`config.mk`:
```
export PLATFORM = sky130hd
export DESIGN_NAME = bongoTop
export DESIGN_NICKNAME = d
export VERILOG_FILES = /design/src/logic/bongoPkg.sv /design/src/logic/bongoTop.sv /design/src/logic/hitDecoder.sv /design/src/logic/pollSender.sv /design/src/logic/pollTimer.sv /design/src/logic/pulseReceiver.sv
export VERILOG_INCLUDE_DIRS = /design/src /design/src/include
export SDC_FILE = /design/constraint.sdc
export NUM_CORES = 1
export LEC_CHECK = 0
export ABC_AREA = 1
export BUFFER_PORTS_ARGS = -buffer_cell sky130_fd_sc_hd__buf_4
export CAP_MARGIN = 5
export CORE_MARGIN = 8
export CORE_UTILIZATION = 55
export CTS_CLUSTER_SIZE = 14
export DETAILED_ROUTE_END_ITERATION = 12
export PLACE_DENSITY_LB_ADDON = 0.12
export SLEW_MARGIN = 10
export SYNTH_ARGS = -nofsm -noshare
export SYNTH_HDL_FRONTEND = slang
export SYNTH_SLANG_ARGS = --single-unit
```
`constraint.sdc`:
```
create_clock -name clk -period 2.46 [get_ports clk]
set_input_delay 0.492 -clock clk [delete_from_list [all_inputs] [get_ports clk]]
set_output_delay 0.492 -clock clk [all_outputs]
set_load 0.03 [all_outputs]
```
`src/include/bongo_macros.svh`:
```
`ifndef BONGO_MACROS_SVH
`define BONGO_MACROS_SVH

// clk cycles per line chip
`define BONGO_CHIP_CYCLES 8

// clk cycles between poll starts
`define BONGO_POLL_INTERVAL 6000

// poll command, sent msb first and followed by a stop 1
`define BONGO_CMD_BITS 24
`define BONGO_POLL_CMD 24'h400302

// response frame length in bits
`define BONGO_RESP_BITS 64

// low time below this many cycles reads as a 1
`define BONGO_SHORT_LOW 16

// idle cycles before a partial response is dropped
`define BONGO_RESP_TIMEOUT 64

// hit values above this are halved
`define BONGO_HIT_LIMIT 8'h35

`endif

```
`src/logic/bongoPkg.sv`:
```
`include "bongo_macros.svh"

package bongoPkg;

	// full controller response, bit 63 arrives first
	typedef logic [`BONGO_RESP_BITS-1:0] respFrame;

	// raw or scaled hit value from the top response byte
	typedef logic [7:0] hitByte;

	// microphone level from the low response bits
	typedef logic [11:0] micLevel;

	// one hex digit of the hit display
	typedef logic [3:0] hexDigit;

	// active high segments, bit 0 is segment a
	// bit 7 is the decimal point and stays off
	typedef logic [7:0] segPattern;

	// poll sender FSM
	typedef enum logic {
		senderIdle,
		senderSending
	} senderState;

endpackage

```
`src/logic/bongoTop.sv`:
```
`timescale 1ns/1ps

module bongoTop (
	input logic clk,
	input logic rstN,
	input logic lineIn,
	output logic lineDriveLow,
	output logic polling,
	output logic frameValid,
	output logic respTimeout,
	output bongoPkg::hexDigit dig0,
	output bongoPkg::hexDigit dig1,
	output bongoPkg::segPattern seg0,
	output bongoPkg::segPattern seg1,
	output bongoPkg::micLevel mic
);

	import bongoPkg::*;

	logic pollStart;
	logic sendDone;
	respFrame frame;

	// poll cadence
	pollTimer timer (
		.clk(clk),
		.rstN(rstN),
		.pollStart(pollStart)
	);

	// command out on the line, polling is high while it runs
	pollSender sender (
		.clk(clk),
		.rstN(rstN),
		.pollStart(pollStart),
		.lineDriveLow(lineDriveLow),
		.sendDone(sendDone),
		.sending(polling)
	);

	// response back from the controller
	pulseReceiver receiver (
		.clk(clk),
		.rstN(rstN),
		.lineIn(lineIn),
		.sendDone(sendDone),
		.frame(frame),
		.frameValid(frameValid),
		.respTimeout(respTimeout)
	);

	hitDecoder decoder (
		.clk(clk),
		.rstN(rstN),
		.frameValid(frameValid),
		.frame(frame),
		.dig0(dig0),
		.dig1(dig1),
		.seg0(seg0),
		.seg1(seg1),
		.mic(mic)
	);

endmodule

```
`src/logic/hitDecoder.sv`:
```
`timescale 1ns/1ps

`include "bongo_macros.svh"

module hitDecoder (
	input logic clk,
	input logic rstN,
	input logic frameValid,
	input bongoPkg::respFrame frame,
	output bongoPkg::hexDigit dig0,
	output bongoPkg::hexDigit dig1,
	output bongoPkg::segPattern seg0,
	output bongoPkg::segPattern seg1,
	output bongoPkg::micLevel mic
);

	import bongoPkg::*;

	localparam hitByte HitLimit = `BONGO_HIT_LIMIT;
	localparam int RespBits = `BONGO_RESP_BITS;

	hitByte hitRaw;
	hitByte hitVal;

	// hex to seven segments, segment a in bit 0
	function automatic segPattern hexToSeg(input hexDigit value);
		case (value)
			4'h0: return 8'h3F;
			4'h1: return 8'h06;
			4'h2: return 8'h5B;
			4'h3: return 8'h4F;
			4'h4: return 8'h66;
			4'h5: return 8'h6D;
			4'h6: return 8'h7D;
			4'h7: return 8'h07;
			4'h8: return 8'h7F;
			4'h9: return 8'h6F;
			4'hA: return 8'h77;
			4'hB: return 8'h7C;
			4'hC: return 8'h39;
			4'hD: return 8'h5E;
			4'hE: return 8'h79;
			default: return 8'h71;
		endcase
	endfunction

	// top byte is the hit, large values get halved
	assign hitRaw = frame[RespBits-1 -: 8];
	assign hitVal = (hitRaw > HitLimit) ? (hitRaw >> 1) : hitRaw;

	always_ff @(posedge clk) begin
		if (!rstN) begin
			dig0 <= '0;
			dig1 <= '0;
			seg0 <= hexToSeg(4'h0);
			seg1 <= hexToSeg(4'h0);
			mic <= '0;
		end else if (frameValid) begin
			dig1 <= hitVal[7:4];
			dig0 <= hitVal[3:0];
			seg1 <= hexToSeg(hitVal[7:4]);
			seg0 <= hexToSeg(hitVal[3:0]);
			mic <= frame[$bits(micLevel)-1:0];
		end
	end

endmodule

```
`src/logic/pollSender.sv`:
```
`timescale 1ns/1ps

`include "bongo_macros.svh"

module pollSender (
	input logic clk,
	input logic rstN,
	input logic pollStart,
	output logic lineDriveLow,
	output logic sendDone,
	output logic sending
);

	import bongoPkg::*;

	localparam int ChipCycles = `BONGO_CHIP_CYCLES;
	localparam int PollBits = `BONGO_CMD_BITS + 1;
	localparam int PollChips = 4 * PollBits;
	localparam int CycleWidth = (ChipCycles > 2) ? $clog2(ChipCycles) : 1;

	// command followed by the stop bit
	localparam logic [PollBits-1:0] PollWord = {`BONGO_POLL_CMD, 1'b1};

	senderState state;
	logic [CycleWidth-1:0] chipCycle;
	logic [6:0] chipIdx;
	logic [4:0] bitIdx;
	logic curBit;
	logic chipLow;
	logic lastCycle;
	logic lastChip;

	// four chips per bit
	assign bitIdx = chipIdx[6:2];
	assign curBit = PollWord[5'(PollBits - 1) - bitIdx];

	// 0 is low low low high, 1 is low high high high
	assign chipLow = (chipIdx[1:0] == 2'd0) || (!curBit && chipIdx[1:0] != 2'd3);

	assign lastCycle = chipCycle == CycleWidth'(ChipCycles - 1);
	assign lastChip = chipIdx == 7'(PollChips - 1);

	assign sending = state == senderSending;
	// open drain, only ever pull low
	assign lineDriveLow = sending && chipLow;

	always_ff @(posedge clk) begin
		if (!rstN) begin
			state <= senderIdle;
			chipCycle <= '0;
			chipIdx <= '0;
			sendDone <= 1'b0;
		end else begin
			sendDone <= 1'b0;
			case (state)
				senderIdle: begin
					if (pollStart) begin
						state <= senderSending;
						chipCycle <= '0;
						chipIdx <= '0;
					end
				end
				senderSending: begin
					// pollStart has no effect here
					if (lastCycle) begin
						chipCycle <= '0;
						if (lastChip) begin
							state <= senderIdle;
							sendDone <= 1'b1;
						end else begin
							chipIdx <= chipIdx + 7'd1;
						end
					end else begin
						chipCycle <= chipCycle + 1'b1;
					end
				end
				default: begin
					state <= senderIdle;
				end
			endcase
		end
	end

endmodule

```
`src/logic/pollTimer.sv`:
```
`timescale 1ns/1ps

`include "bongo_macros.svh"

module pollTimer (
	input logic clk,
	input logic rstN,
	output logic pollStart
);

	localparam int Interval = `BONGO_POLL_INTERVAL;
	localparam int CountWidth = (Interval > 2) ? $clog2(Interval) : 1;

	logic [CountWidth-1:0] count;
	logic wrap;

	// last cycle of the interval
	assign wrap = count == CountWidth'(Interval - 1);

	always_ff @(posedge clk) begin
		if (!rstN) begin
			count <= '0;
		end else if (wrap) begin
			count <= '0;
		end else begin
			count <= count + 1'b1;
		end
	end

	// registered strobe, first one lands a full interval after reset
	always_ff @(posedge clk) begin
		if (!rstN) begin
			pollStart <= 1'b0;
		end else begin
			pollStart <= wrap;
		end
	end

endmodule

```
`src/logic/pulseReceiver.sv`:
```
`timescale 1ns/1ps

`include "bongo_macros.svh"

module pulseReceiver (
	input logic clk,
	input logic rstN,
	input logic lineIn,
	input logic sendDone,
	output bongoPkg::respFrame frame,
	output logic frameValid,
	output logic respTimeout
);

	localparam int ShortLow = `BONGO_SHORT_LOW;
	localparam int Timeout = `BONGO_RESP_TIMEOUT;
	localparam int RespBits = `BONGO_RESP_BITS;
	localparam int LowWidth = $clog2(ShortLow) + 1;
	localparam int IdleWidth = $clog2(Timeout) + 1;
	localparam int CountWidth = $clog2(RespBits) + 1;

	logic lineMeta;
	logic lineSync;
	logic linePrev;
	logic fallEdge;
	logic riseEdge;
	logic armed;
	logic [LowWidth-1:0] lowCount;
	logic [IdleWidth-1:0] idleCount;
	logic [CountWidth-1:0] bitCount;
	logic bitVal;
	logic lastBit;
	logic idleExpired;

	// two flop sync, line idles high
	always_ff @(posedge clk) begin
		if (!rstN) begin
			lineMeta <= 1'b1;
			lineSync <= 1'b1;
			linePrev <= 1'b1;
		end else begin
			lineMeta <= lineIn;
			lineSync <= lineMeta;
			linePrev <= lineSync;
		end
	end

	assign fallEdge = linePrev && !lineSync;
	assign riseEdge = !linePrev && lineSync;

	// short low pulse means a 1
	assign bitVal = lowCount < LowWidth'(ShortLow);
	assign lastBit = bitCount == CountWidth'(RespBits - 1);
	assign idleExpired = idleCount == IdleWidth'(Timeout - 1);

	// low time, saturating so long lows cannot wrap into a 1
	always_ff @(posedge clk) begin
		if (!rstN) begin
			lowCount <= '0;
		end else if (fallEdge) begin
			lowCount <= LowWidth'(1);
		end else if (!lineSync && lowCount != '1) begin
			lowCount <= lowCount + 1'b1;
		end
	end

	always_ff @(posedge clk) begin
		if (!rstN) begin
			armed <= 1'b0;
			bitCount <= '0;
			idleCount <= '0;
			frameValid <= 1'b0;
			respTimeout <= 1'b0;
		end else begin
			frameValid <= 1'b0;
			respTimeout <= 1'b0;
			if (sendDone) begin
				armed <= 1'b1;
				bitCount <= '0;
				idleCount <= '0;
			end else if (armed) begin
				// any edge restarts the idle count
				if (fallEdge || riseEdge) begin
					idleCount <= '0;
				end else if (idleExpired) begin
					armed <= 1'b0;
					bitCount <= '0;
					respTimeout <= 1'b1;
				end else begin
					idleCount <= idleCount + 1'b1;
				end

				if (riseEdge) begin
					// disarm after the last bit so the stop pulse is ignored
					if (lastBit) begin
						armed <= 1'b0;
						bitCount <= '0;
						frameValid <= 1'b1;
					end else begin
						bitCount <= bitCount + 1'b1;
					end
				end
			end
		end
	end

	// msb arrives first
	always_ff @(posedge clk) begin
		if (armed && riseEdge) begin
			frame <= {frame[RespBits-2:0], bitVal};
		end
	end

endmodule

```
# ---- Word level (Yosys, flattened, before mapping)
# Memory sizes are Yosys's and may differ from the RTL's. A register that Yosys moved wholly into a read port is not among the register bits.
# Cells that the tools add are included.
dict set report word_totals {
  register_bits 151
  latch_bits 0
  ram_bits 0
  mem_bits_ro 256
  input_bits 3
  output_inout_bits 40
  elab_cells 106
  memories 3
}
dict set report op_classes {
  addsub 7
  n_mul 0
  n_div 0
  n_lt_le_gt_ge 3
  eq_ne 12
  shifts 0
  muxes 30
  bitwise 4
  reduce_logical 25
}
# name words width rd rd_clocked_by_memory_dff wr line_no
set memory_table {}
lappend memory_table {{(no name shown)} 16 7 1 1 0 hitDecoder.sv:27} ;# case (value)
lappend memory_table {{(no name shown)} 16 7 1 1 0 hitDecoder.sv:27}
lappend memory_table {{(no name shown)} 32 1 1 0 0 pollSender.sv:35} ;# assign curBit = PollWord[5'(PollBits - 1) - bitIdx];
# cell n
set op_table {}
lappend op_table {{$mux W7} 9}
lappend op_table {{$add A7 B1 Y7 const B} 3}
lappend op_table {{$mux W1} 15}
lappend op_table {{$eq A7 B6 Y1 const B} 2}
lappend op_table {{$pmux W7 S2} 1}
lappend op_table {{$add A13 B1 Y13 const B} 1}
lappend op_table {{$eq A13 B13 Y1 const B} 1}
lappend op_table {{$ne A2 B2 Y1 const B} 5}
lappend op_table {{$reduce_and A3 Y1} 3}
lappend op_table {{$gt A8 B6 Y1 const B} 1}
lappend op_table {{$mux W8} 1}
lappend op_table {{$reduce_or A4 Y1} 2}
lappend op_table {{$eq A7 B7 Y1 const B} 1}
lappend op_table {{$logic_and A1 B1 Y1} 6}
lappend op_table {{$lt A5 B6 Y1 const B} 1}
lappend op_table {{$mux W3} 2}
lappend op_table {{$pmux W3 S2} 1}
lappend op_table {{$reduce_or A2 Y1} 3}
lappend op_table {{$add A5 B1 Y5 const B} 1}
lappend op_table {{$logic_not A1 Y1} 5}
lappend op_table {{$lt A5 B5 Y1 const B} 1}
lappend op_table {{$ne A5 B5 Y1 const B} 1}
lappend op_table {{$sub A5 B5 Y5 const A} 1}
lappend op_table {{$not A1 Y1} 4}
lappend op_table {{8 further kinds} 10}

# ---- Logic depth before layout (Yosys ltp)
# Gate-level depths: netlist (run 1).
dict set report depth {
  word_depth 8
  ltp_mapped 13
  mapped_depth_nobuf 13
}

# ---- Cells and area by module
# Synthesis (run 1) repeated with hierarchy kept, for this count alone.
dict set report hier_totals {
  cells_unflattened 651
  area_unflattened_um2 6318.6
}
# module instances cells_each area_each_um2 seq_area_each_um2
set by_module_without_submodules {}
lappend by_module_without_submodules {pulseReceiver 1 237 3194.3 2422.3}
lappend by_module_without_submodules {hitDecoder 1 211 1665.3 680.7}
lappend by_module_without_submodules {pollSender 1 110 785.8 240.2}
lappend by_module_without_submodules {pollTimer 1 93 673.1 280.3}

# ---- Worst setup path before layout (run 1)
# Ideal clock, no wire load.
dict set report synth_path {
  kind {reg2reg}
  start {register receiver.linePrev}
  end {register receiver.frame[0] (enable)}
  setup_ps 418
  arrival_ps 1831
  required_ps 2042
  slack_ps 211
  stages_incl_launch_ff 5
  path_buffers 0
  period_less_slack_ps 2249
  cell_sequence {dfxtp_1 inv_1 ha_1 nand2_1 inv_1}
}
dict set report synth_between {
  elab_chain_cells 3
}
# element line_no
set synth_lines {}
lappend synth_lines {{start, declared} pulseReceiver.sv:24} ;# logic linePrev;
lappend synth_lines {{start signal, assigned} pulseReceiver.sv:44} ;# linePrev <= lineSync;
lappend synth_lines {{$logic_not A1 Y1} pulseReceiver.sv:49} ;# assign riseEdge = !linePrev && lineSync;
lappend synth_lines {{$logic_and A1 B1 Y1} pulseReceiver.sv:49}
lappend synth_lines {{$logic_and A1 B1 Y1} pulseReceiver.sv:109} ;# if (armed && riseEdge) begin
lappend synth_lines {{end signal, assigned} pulseReceiver.sv:110} ;# frame <= {frame[RespBits-2:0], bitVal};
lappend synth_lines {{end, declared} pulseReceiver.sv:10} ;# output bongoPkg::respFrame frame,
# No other way between the ends.
# A chain may end at the register's enable or synchronous reset.

# ---- Final worst setup path (run 1)
dict set report layout_path {
  start {register sender.chipIdx[3]}
  end {output port lineDriveLow}
}
dict set report layout_between {
  elab_chain_cells 7
}
# element line_no
set layout_lines {}
lappend layout_lines {{start, declared} pollSender.sv:26} ;# logic [6:0] chipIdx;
lappend layout_lines {{start signal, assigned} pollSender.sv:71} ;# chipIdx <= chipIdx + 7'd1;
lappend layout_lines {{$sub A5 B5 Y5} pollSender.sv:35}
lappend layout_lines {{$mem_v2 Z32 W1} --}
lappend layout_lines {{$mux W1 (implied by the code)} pollSender.sv:35}
lappend layout_lines {{$logic_not A1 Y1} pollSender.sv:38} ;# assign chipLow = (chipIdx[1:0] == 2'd0) || (!curBit && chipIdx[1:0] != 2'd3);
lappend layout_lines {{$logic_and A1 B1 Y1} pollSender.sv:38}
lappend layout_lines {{$logic_or A1 B1 Y1} pollSender.sv:38}
lappend layout_lines {{$logic_and A1 B1 Y1} pollSender.sv:45} ;# assign lineDriveLow = sending && chipLow;
lappend layout_lines {{end, declared} bongoTop.sv:7} ;# output logic lineDriveLow,
# No other way between the ends. The select of a mux whose other input is x is not followed.

==> results of run 1 <==
stage by stage:
| step | cells | total power [W] |
|---|---|---|
| after floorplan | 655 | 0.002673 |
| after global placement | 825 | 0.002687 |
| after detailed placement | 825 | 0.002690 |
| after CTS | 858 | 0.005036 |
| after global routing | 859 | 0.005157 |
| final | 859 | 0.004985 |
timing repair:
action                     in CTS  in global routing
hold buffers                    0                  0
buffers inserted                1                  1
pin swaps                       0                  4
hold endpoints to repair        0                  0
resized for setup               7                 12
setup endpoints to repair       1                  1
metal layers:
layer / share of wire, % / vias to the layer above / track usage (%)
met5: 0 / - / 0
met3: 4.1 / 11 / 4.141
met4: 1.2 / 0 / 7.093
li1: - / 2261 / -
met2: 48 / 71 / 26.76
met1: 47 / 1998 / 19.88
worst max-delay path by stage:
stage | startpoint | endpoint | slack [ns] | depth (start not counted)
2_1_floorplan | receiver.linePrev | receiver.frame[0] | 0.21 | 4
3_3_place_gp | sender.chipIdx[3] | lineDriveLow | 0.50 | 12
3_5_place_dp | sender.chipIdx[3] | lineDriveLow | 0.37 | 12
4_1_cts | sender.chipIdx[3] | lineDriveLow | 0.01 | 12
5_1_grt | sender.chipIdx[3] | lineDriveLow | -0.03 | 10
6_report | sender.chipIdx[3] | lineDriveLow | 0.11 | 12
kinds of logic after synthesis:
family,after synthesis,synth area share [%]
flops,149,59.28
buf+inv,99,6.428
xor+xnor,6,0.8599
other cells,1,0.06135
fa+ha+maj,27,5.527
simple gates,274,18.89
compound gates,98,8.946
registers in the layout (all words and copies together) (netlist names), 3 cells and up:
name and count:
receiver.frame 64, timer.count 13, decoder.mic 12, decoder.seg0 7, decoder.seg1 7, receiver.bitCount 7, receiver.idleCount 7, sender.chipIdx 7
receiver.lowCount 5, decoder.dig0 4, decoder.dig1 4, sender.chipCycle 3
cells in the final DEF, fill, tap and decap left out, types with 3 or more instances in the layout:
cell type   count
nand3_1        39
o21ai_0        32
dfxtp_1        81
dfxtp_2         4
clkbuf_1        3
nand4_1         9
ha_1           26
nand2_2         8
clkbuf_16      16
a21oi_1        42
clkinv_1        3
buf_4          47
inv_6           3
o211ai_1       10
o21ai_1         3
nor2_1         85
inv_1          74
inv_2           4
nor3_1          8
edfxtp_1       64
or2_2           4
xor2_1          3
nand2_1       114
clkinvlp_4      4
power by group:
part           switching [W]  internal [W]
registers         0.00000607       0.00257
logic              0.0000450     0.0000182
clock network       0.000979       0.00137
total                0.00103       0.00396
area by class of cell:
class	count	area [um^2]	area share, %
clock buffer	21	439.2	6.111
clock inverter	11	102.6	1.428
inverter	82	314.1	4.370
multi-input combinational	407	2143	29.82
sequential	149	3628	50.49
tap	140	175.2	2.437
timing repair buffer	49	384.1	5.345
==> results.sh, run 1 <==
export IMPL_status="completed"
export IMPL_syn_avg_cell_area_um2=9.346
export IMPL_crit_family="simple AND/OR/NAND/NOR gates"
export IMPL_cpPeakStageDelay_ns=0.35
export IMPL_wl_per_cell_um=13.02
export IMPL_drive_gt1_share_pct=15.30
export IMPL_rr_endpoint="decoder.seg1[3]"
export IMPL_dp_hpwl_um=7793
export IMPL_fmax_ghz=0.4250
export IMPL_criticalPathCategory="register to output port"
export IMPL_cts_inserted_buffers=17
export IMPL_drt_iter0_markers=259
export IMPL_die_width_um=121.4
export IMPL_cts_root_buf="clkbuf_8"
export IMPL_whs_path_depth=2
export IMPL_routed_via_density=5.054
export IMPL_slew_violations=0
export IMPL_syn_to_final_growth_pct=17.58
export IMPL_grt_max_degree=37
export IMPL_start_util_pct=56.38
export IMPL_final_util_pct=66.30
export IMPL_htreeDepth=4
export IMPL_vias=4341
export IMPL_synth_top_area_share_pct=31.44
export IMPL_clock_path_buffers=2
export IMPL_fin_crit_sh_pct=95.65
export IMPL_whs_ns=0.1739
export IMPL_vdd_ir_drop_worst_v=0.0004515
export IMPL_cp_max_fo=5
export IMPL_cts_sinks=149
export IMPL_reg2reg_slack_ns=0.44
export IMPL_p_leak_nw=2.882
export IMPL_synth_ff_type="dfxtp_1"
export IMPL_fillerInstances=865
export IMPL_antenna_cells=0
export IMPL_gp_congestion=0.8763
export IMPL_worstPathRequired_ns=1.97
export IMPL_drc=0
export IMPL_gr_total_overflow=0
export IMPL_numPortBuffers=40
export IMPL_post_dp_cell_area_mm2=0.006573
export IMPL_synthTopCellsByCount="117 x nand2_1, 85 x dfxtp_1, 85 x nor2_1"
export IMPL_synth_most_common_cell="nand2_1"
export IMPL_yosys_register_bits=149
export IMPL_grt_pass1_vias=4303
export IMPL_worstHoldStart="lineIn"
export IMPL_worstPathArrival_ns=1.86
export IMPL_hold_viol_final=0
export IMPL_post_route_cell_area_mm2=0.007187
export IMPL_cpMaxStageDelayCell="dfxtp_2"
export IMPL_cts_tree="built"
export IMPL_grt_pass1_wl_um=19300
export IMPL_ant_nets=0
export IMPL_timing_critical_path_cells="inv_4 > ha_4 > nand2_2 > nand2_1 > nand2_1 > nand2_2 > nand3_2 > nand2_1 > inv_1 > nand2_2 > a21oi_2 > buf_6"
export IMPL_ios=43
export IMPL_fin_crit_ns=2.353
export IMPL_layout_setup_ws_ns=0.1071
export IMPL_synthTopCellsByArea="edfxtp_1 31%, dfxtp_1 28%, nand2_1 7.2%"
export IMPL_synthesis_instances=654
export IMPL_clk_pin_slew_ns=0.06
export IMPL_powerDensity_mw_per_mm2=693.7
export IMPL_grt_usage_pct=16.30
export IMPL_place_ws_ns=0.3722
export IMPL_rows=38
export IMPL_synthDistinctLibCells=40
export IMPL_core_mm2=0.01084
export IMPL_worst_setup_path_end_kind="output port"
export IMPL_yosysTopAreaCell="edfxtp_1"
export IMPL_dieArea_mm2=0.01474
export IMPL_synth_edff_count=64
export IMPL_reg2reg_depth=10
export IMPL_finClkSkew_ns=0.01298
export IMPL_die_h_um=121.4
export IMPL_wl_um=11180
export IMPL_setup_viol=0
export IMPL_hold_end="receiver.lineMeta"
export IMPL_firstDrtPassIters=4
export IMPL_setup_tns_ns=0
export IMPL_async_flop_share_pct=0
export IMPL_cp_num_buf_inv=3
export IMPL_yosysSeqAreaShare_pct=59.28
export IMPL_syn_area_mm2=0.006112
export IMPL_r2r_start="receiver.frame[59]"
export IMPL_worstSkewPairLatency_ns=0.52
export IMPL_min_path_type="input port to register"
export IMPL_antenna_found_initial=0
export IMPL_yosys_warnings=0
export IMPL_nets=736
export IMPL_max_cap_violations=0
export IMPL_startpoint_type="register"
Note: power is estimated with default switching activity, not from simulation.
==> inputs of run 2 (changes only) <==
- ABC_AREA: 1 -> default
- MAX_ROUTING_LAYER: default -> met4
==> results.sh, run 2 <==
export IMPL_cpPeakStageDelay_ns=0.38
export IMPL_dp_cells=737
export IMPL_yosysSeqAreaShare_pct=58.96
export IMPL_synth_top_area_share_pct=31.27
export IMPL_drc=0
export IMPL_cts_root_buf="clkbuf_8"
export IMPL_whs_path_depth=2
export IMPL_finalPower_w=0.005236
export IMPL_routed_via_density=5.429
export IMPL_instances_no_fill=769
export IMPL_p_leak_nw=2.653
export IMPL_slew_violations=0
export IMPL_cp_max_fo=6
export IMPL_syn_avg_cell_area_um2=10.84
export IMPL_worstSkewPairLatency_ns=0.52
export IMPL_cts_inserted_buffers=17
export IMPL_synth_most_common_cell="dfxtp_1"
export IMPL_worstPathRequired_ns=1.97
export IMPL_final_cell_mix="83 x nor2_1, 80 x dfxtp_1, 64 x edfxtp_1"
export IMPL_regMostFlops="receiver.frame"
export IMPL_fin_crit_sh_pct=98.78
export IMPL_numPortBuffers=40
export IMPL_grt_pass1_wl_um=19780
export IMPL_rows=38
export IMPL_fin_crit_ns=2.430
export IMPL_synthTopCellsByCount="85 x dfxtp_1, 84 x nor2_1, 64 x edfxtp_1"
export IMPL_setup_viol=0
export IMPL_timing_critical_path_cells="inv_4 > ha_4 > a2111oi_4 > a21oi_1 > a21oi_1 > o21ai_1 > buf_4"
export IMPL_ios=43
export IMPL_drt_iter0_markers=202
export IMPL_final_common_cell="nor2_1"
export IMPL_reg2reg_depth=9
export IMPL_cpMaxStageDelayCell="dfxtp_4"
export IMPL_crit_path_frequent_cell="a21oi_1"
export IMPL_worstPathArrival_ns=1.94
export IMPL_criticalPathCategory="register to output port"
export IMPL_hold_viol_final=0
export IMPL_antenna_found_initial=0
export IMPL_worst_setup_path_end_kind="output port"
export IMPL_wl_per_cell_um=15.41
export IMPL_nets=647
export IMPL_syn_area_mm2=0.006146
export IMPL_multi_input_area_mm2=0.002341
export IMPL_htreeDepth=4
export IMPL_fmax_ghz=0.4115
export IMPL_async_flop_share_pct=0
export IMPL_cp_startpoint="sender.chipIdx[3]"
export IMPL_start_util_pct=56.45
export IMPL_clock_path_buffers=2
export IMPL_yosysTopAreaCell="edfxtp_1"
export IMPL_startpoint_type="register"
export IMPL_max_cap_violations=0
export IMPL_finClkSkew_ns=0.009103
export IMPL_dieArea_mm2=0.01481
export IMPL_gr_total_overflow=0
export IMPL_ff_latch_area_mm2=0.003635
export IMPL_endpoint="lineDriveLow"
export IMPL_syn_to_final_growth_pct=18.38
export IMPL_synth_edff_count=64
export IMPL_relSlewSlack_pct=59.19
export IMPL_rr_endpoint="decoder.seg0[4]"
export IMPL_clk_pin_slew_ns=0.06
export IMPL_wl_um=11850
export IMPL_powerDensity_mw_per_mm2=719.6
export IMPL_tightest_slew_ns=0.6057
export IMPL_core_mm2=0.01089
export IMPL_ant_nets=0
export IMPL_synthesis_instances=567
export IMPL_reg2reg_slack_ns=0.29
export IMPL_largest_register_ffs=64
export IMPL_synthDistinctLibCells=59
export IMPL_cts_sinks=149
export IMPL_whs_ns=0.1565
export IMPL_vias=4175
export IMPL_dp_hpwl_um=7924
export IMPL_grt_max_degree=30
export IMPL_r2r_start="receiver.frame[59]"
export IMPL_status="completed"
export IMPL_gp_congestion=0.8498
export IMPL_drive_gt1_share_pct=16.22
export IMPL_vdd_ir_drop_worst_v=0.0006561
export IMPL_rsz0062_at_grt="yes"
export IMPL_antenna_cells=0
export IMPL_grt_usage_pct=17.43
export IMPL_min_path_type="input port to register"
export IMPL_synth_ff_type="dfxtp_1"
export IMPL_fillerInstances=842
export IMPL_yosys_register_bits=149
export IMPL_synthTopCellsByArea="edfxtp_1 31%, dfxtp_1 28%, ha_1 5.5%"
export IMPL_grt_pass1_vias=4050
export IMPL_die_h_um=121.7
export IMPL_yosys_warnings=0
export IMPL_cts_tree="built"
export IMPL_firstDrtPassIters=5
export IMPL_reg_top3="receiver.frame (64), timer.count (13), decoder.mic (12)"
export IMPL_die_width_um=121.7
-- run 2: changes by cell type after synthesis, sizes merged, moves of 7 or more --
cell    delta
nand2b     +8
xnor2     +14
nand3     -19
o211ai     -7
nand2     -79
a21oi     -24
nor3      +12
mux2i     +19
o21ai     -11
xor2       +8
inv       -54
-- run 2: layout make-up --
type | count | share of cell area [%]
Multi-Input combinational cell | 368 | 32.18
Sequential cell | 149 | 49.96
Clock inverter | 10 | 2.167
Timing Repair Buffer | 55 | 5.847
Tap cell | 140 | 2.408
Clock buffer | 21 | 6.036
Inverter | 26 | 1.410
-- run 2: through the flow --
step                instance area (um^2)  util [%]  setup slack [ns]  TNS (ns)
floorplan                           6157         -            0.1464         0
global placement                    6625     60.85            0.2526         0
detailed placement                  6625     60.85           0.08885         0
CTS                                 7274     66.81         0.0009923         0
global route                        7276     66.82          -0.08453  -0.08453
finish                              7276     66.82           0.03003         0
-- run 2: cells by family after synthesis --
kind of cell,Yosys count,synth area share (%)
multiplexers,20,3.278
AO/OA/AOI/OAI,81,8.734
XOR/XNOR,28,3.990
flip-flops,149,58.96
adder cells (fa/ha/maj),27,5.497
AND/OR/NAND/NOR,210,15.84
other,1,0.06102
buffers and inverters,51,3.644
-- run 2: how the worst min path moves through the flow --
stage | start | to | slack [ns]
final | lineIn | receiver.lineMeta | 0.16
after global routing | lineIn | receiver.lineMeta | 0.15
after CTS | lineIn | receiver.lineMeta | 0.13
after detailed placement | receiver.lineMeta | receiver.lineSync | 0.40
after global placement | receiver.lineMeta | receiver.lineSync | 0.39
after floorplan | receiver.lineMeta | receiver.lineSync | 0.39
-- run 2: layer usage --
| metal | routed length [um] | GRT usage [%] |
|---|---|---|
| met1 | 5466 | 21.38 |
| met2 | 5701 | 26.83 |
| met3 | 495 | 5.090 |
| met4 | 185 | 6.399 |
| met5 | 0 | - |
-- run 2: repair_timing --
action,CTS,global route
cloned,0,0
hold buffers,0,0
setup endpoints to repair,1,1
setup buffers,1,0
gates resized for setup,13,2
pin swaps,2,0
-- run 2: where the power goes --
group	internal [W]	switching, W
sequential	0.00256	0.00000672
combinational	0.0000155	0.0000423
clock	0.00166	0.000945
-- run 2: worst max-delay path, delay by kind of cell (launching register included) --
family          cells  cell delay [ns]
compound gates      4             0.59
fa+ha+maj           1             0.23
buf+inv             2             0.22
flops               1             0.38
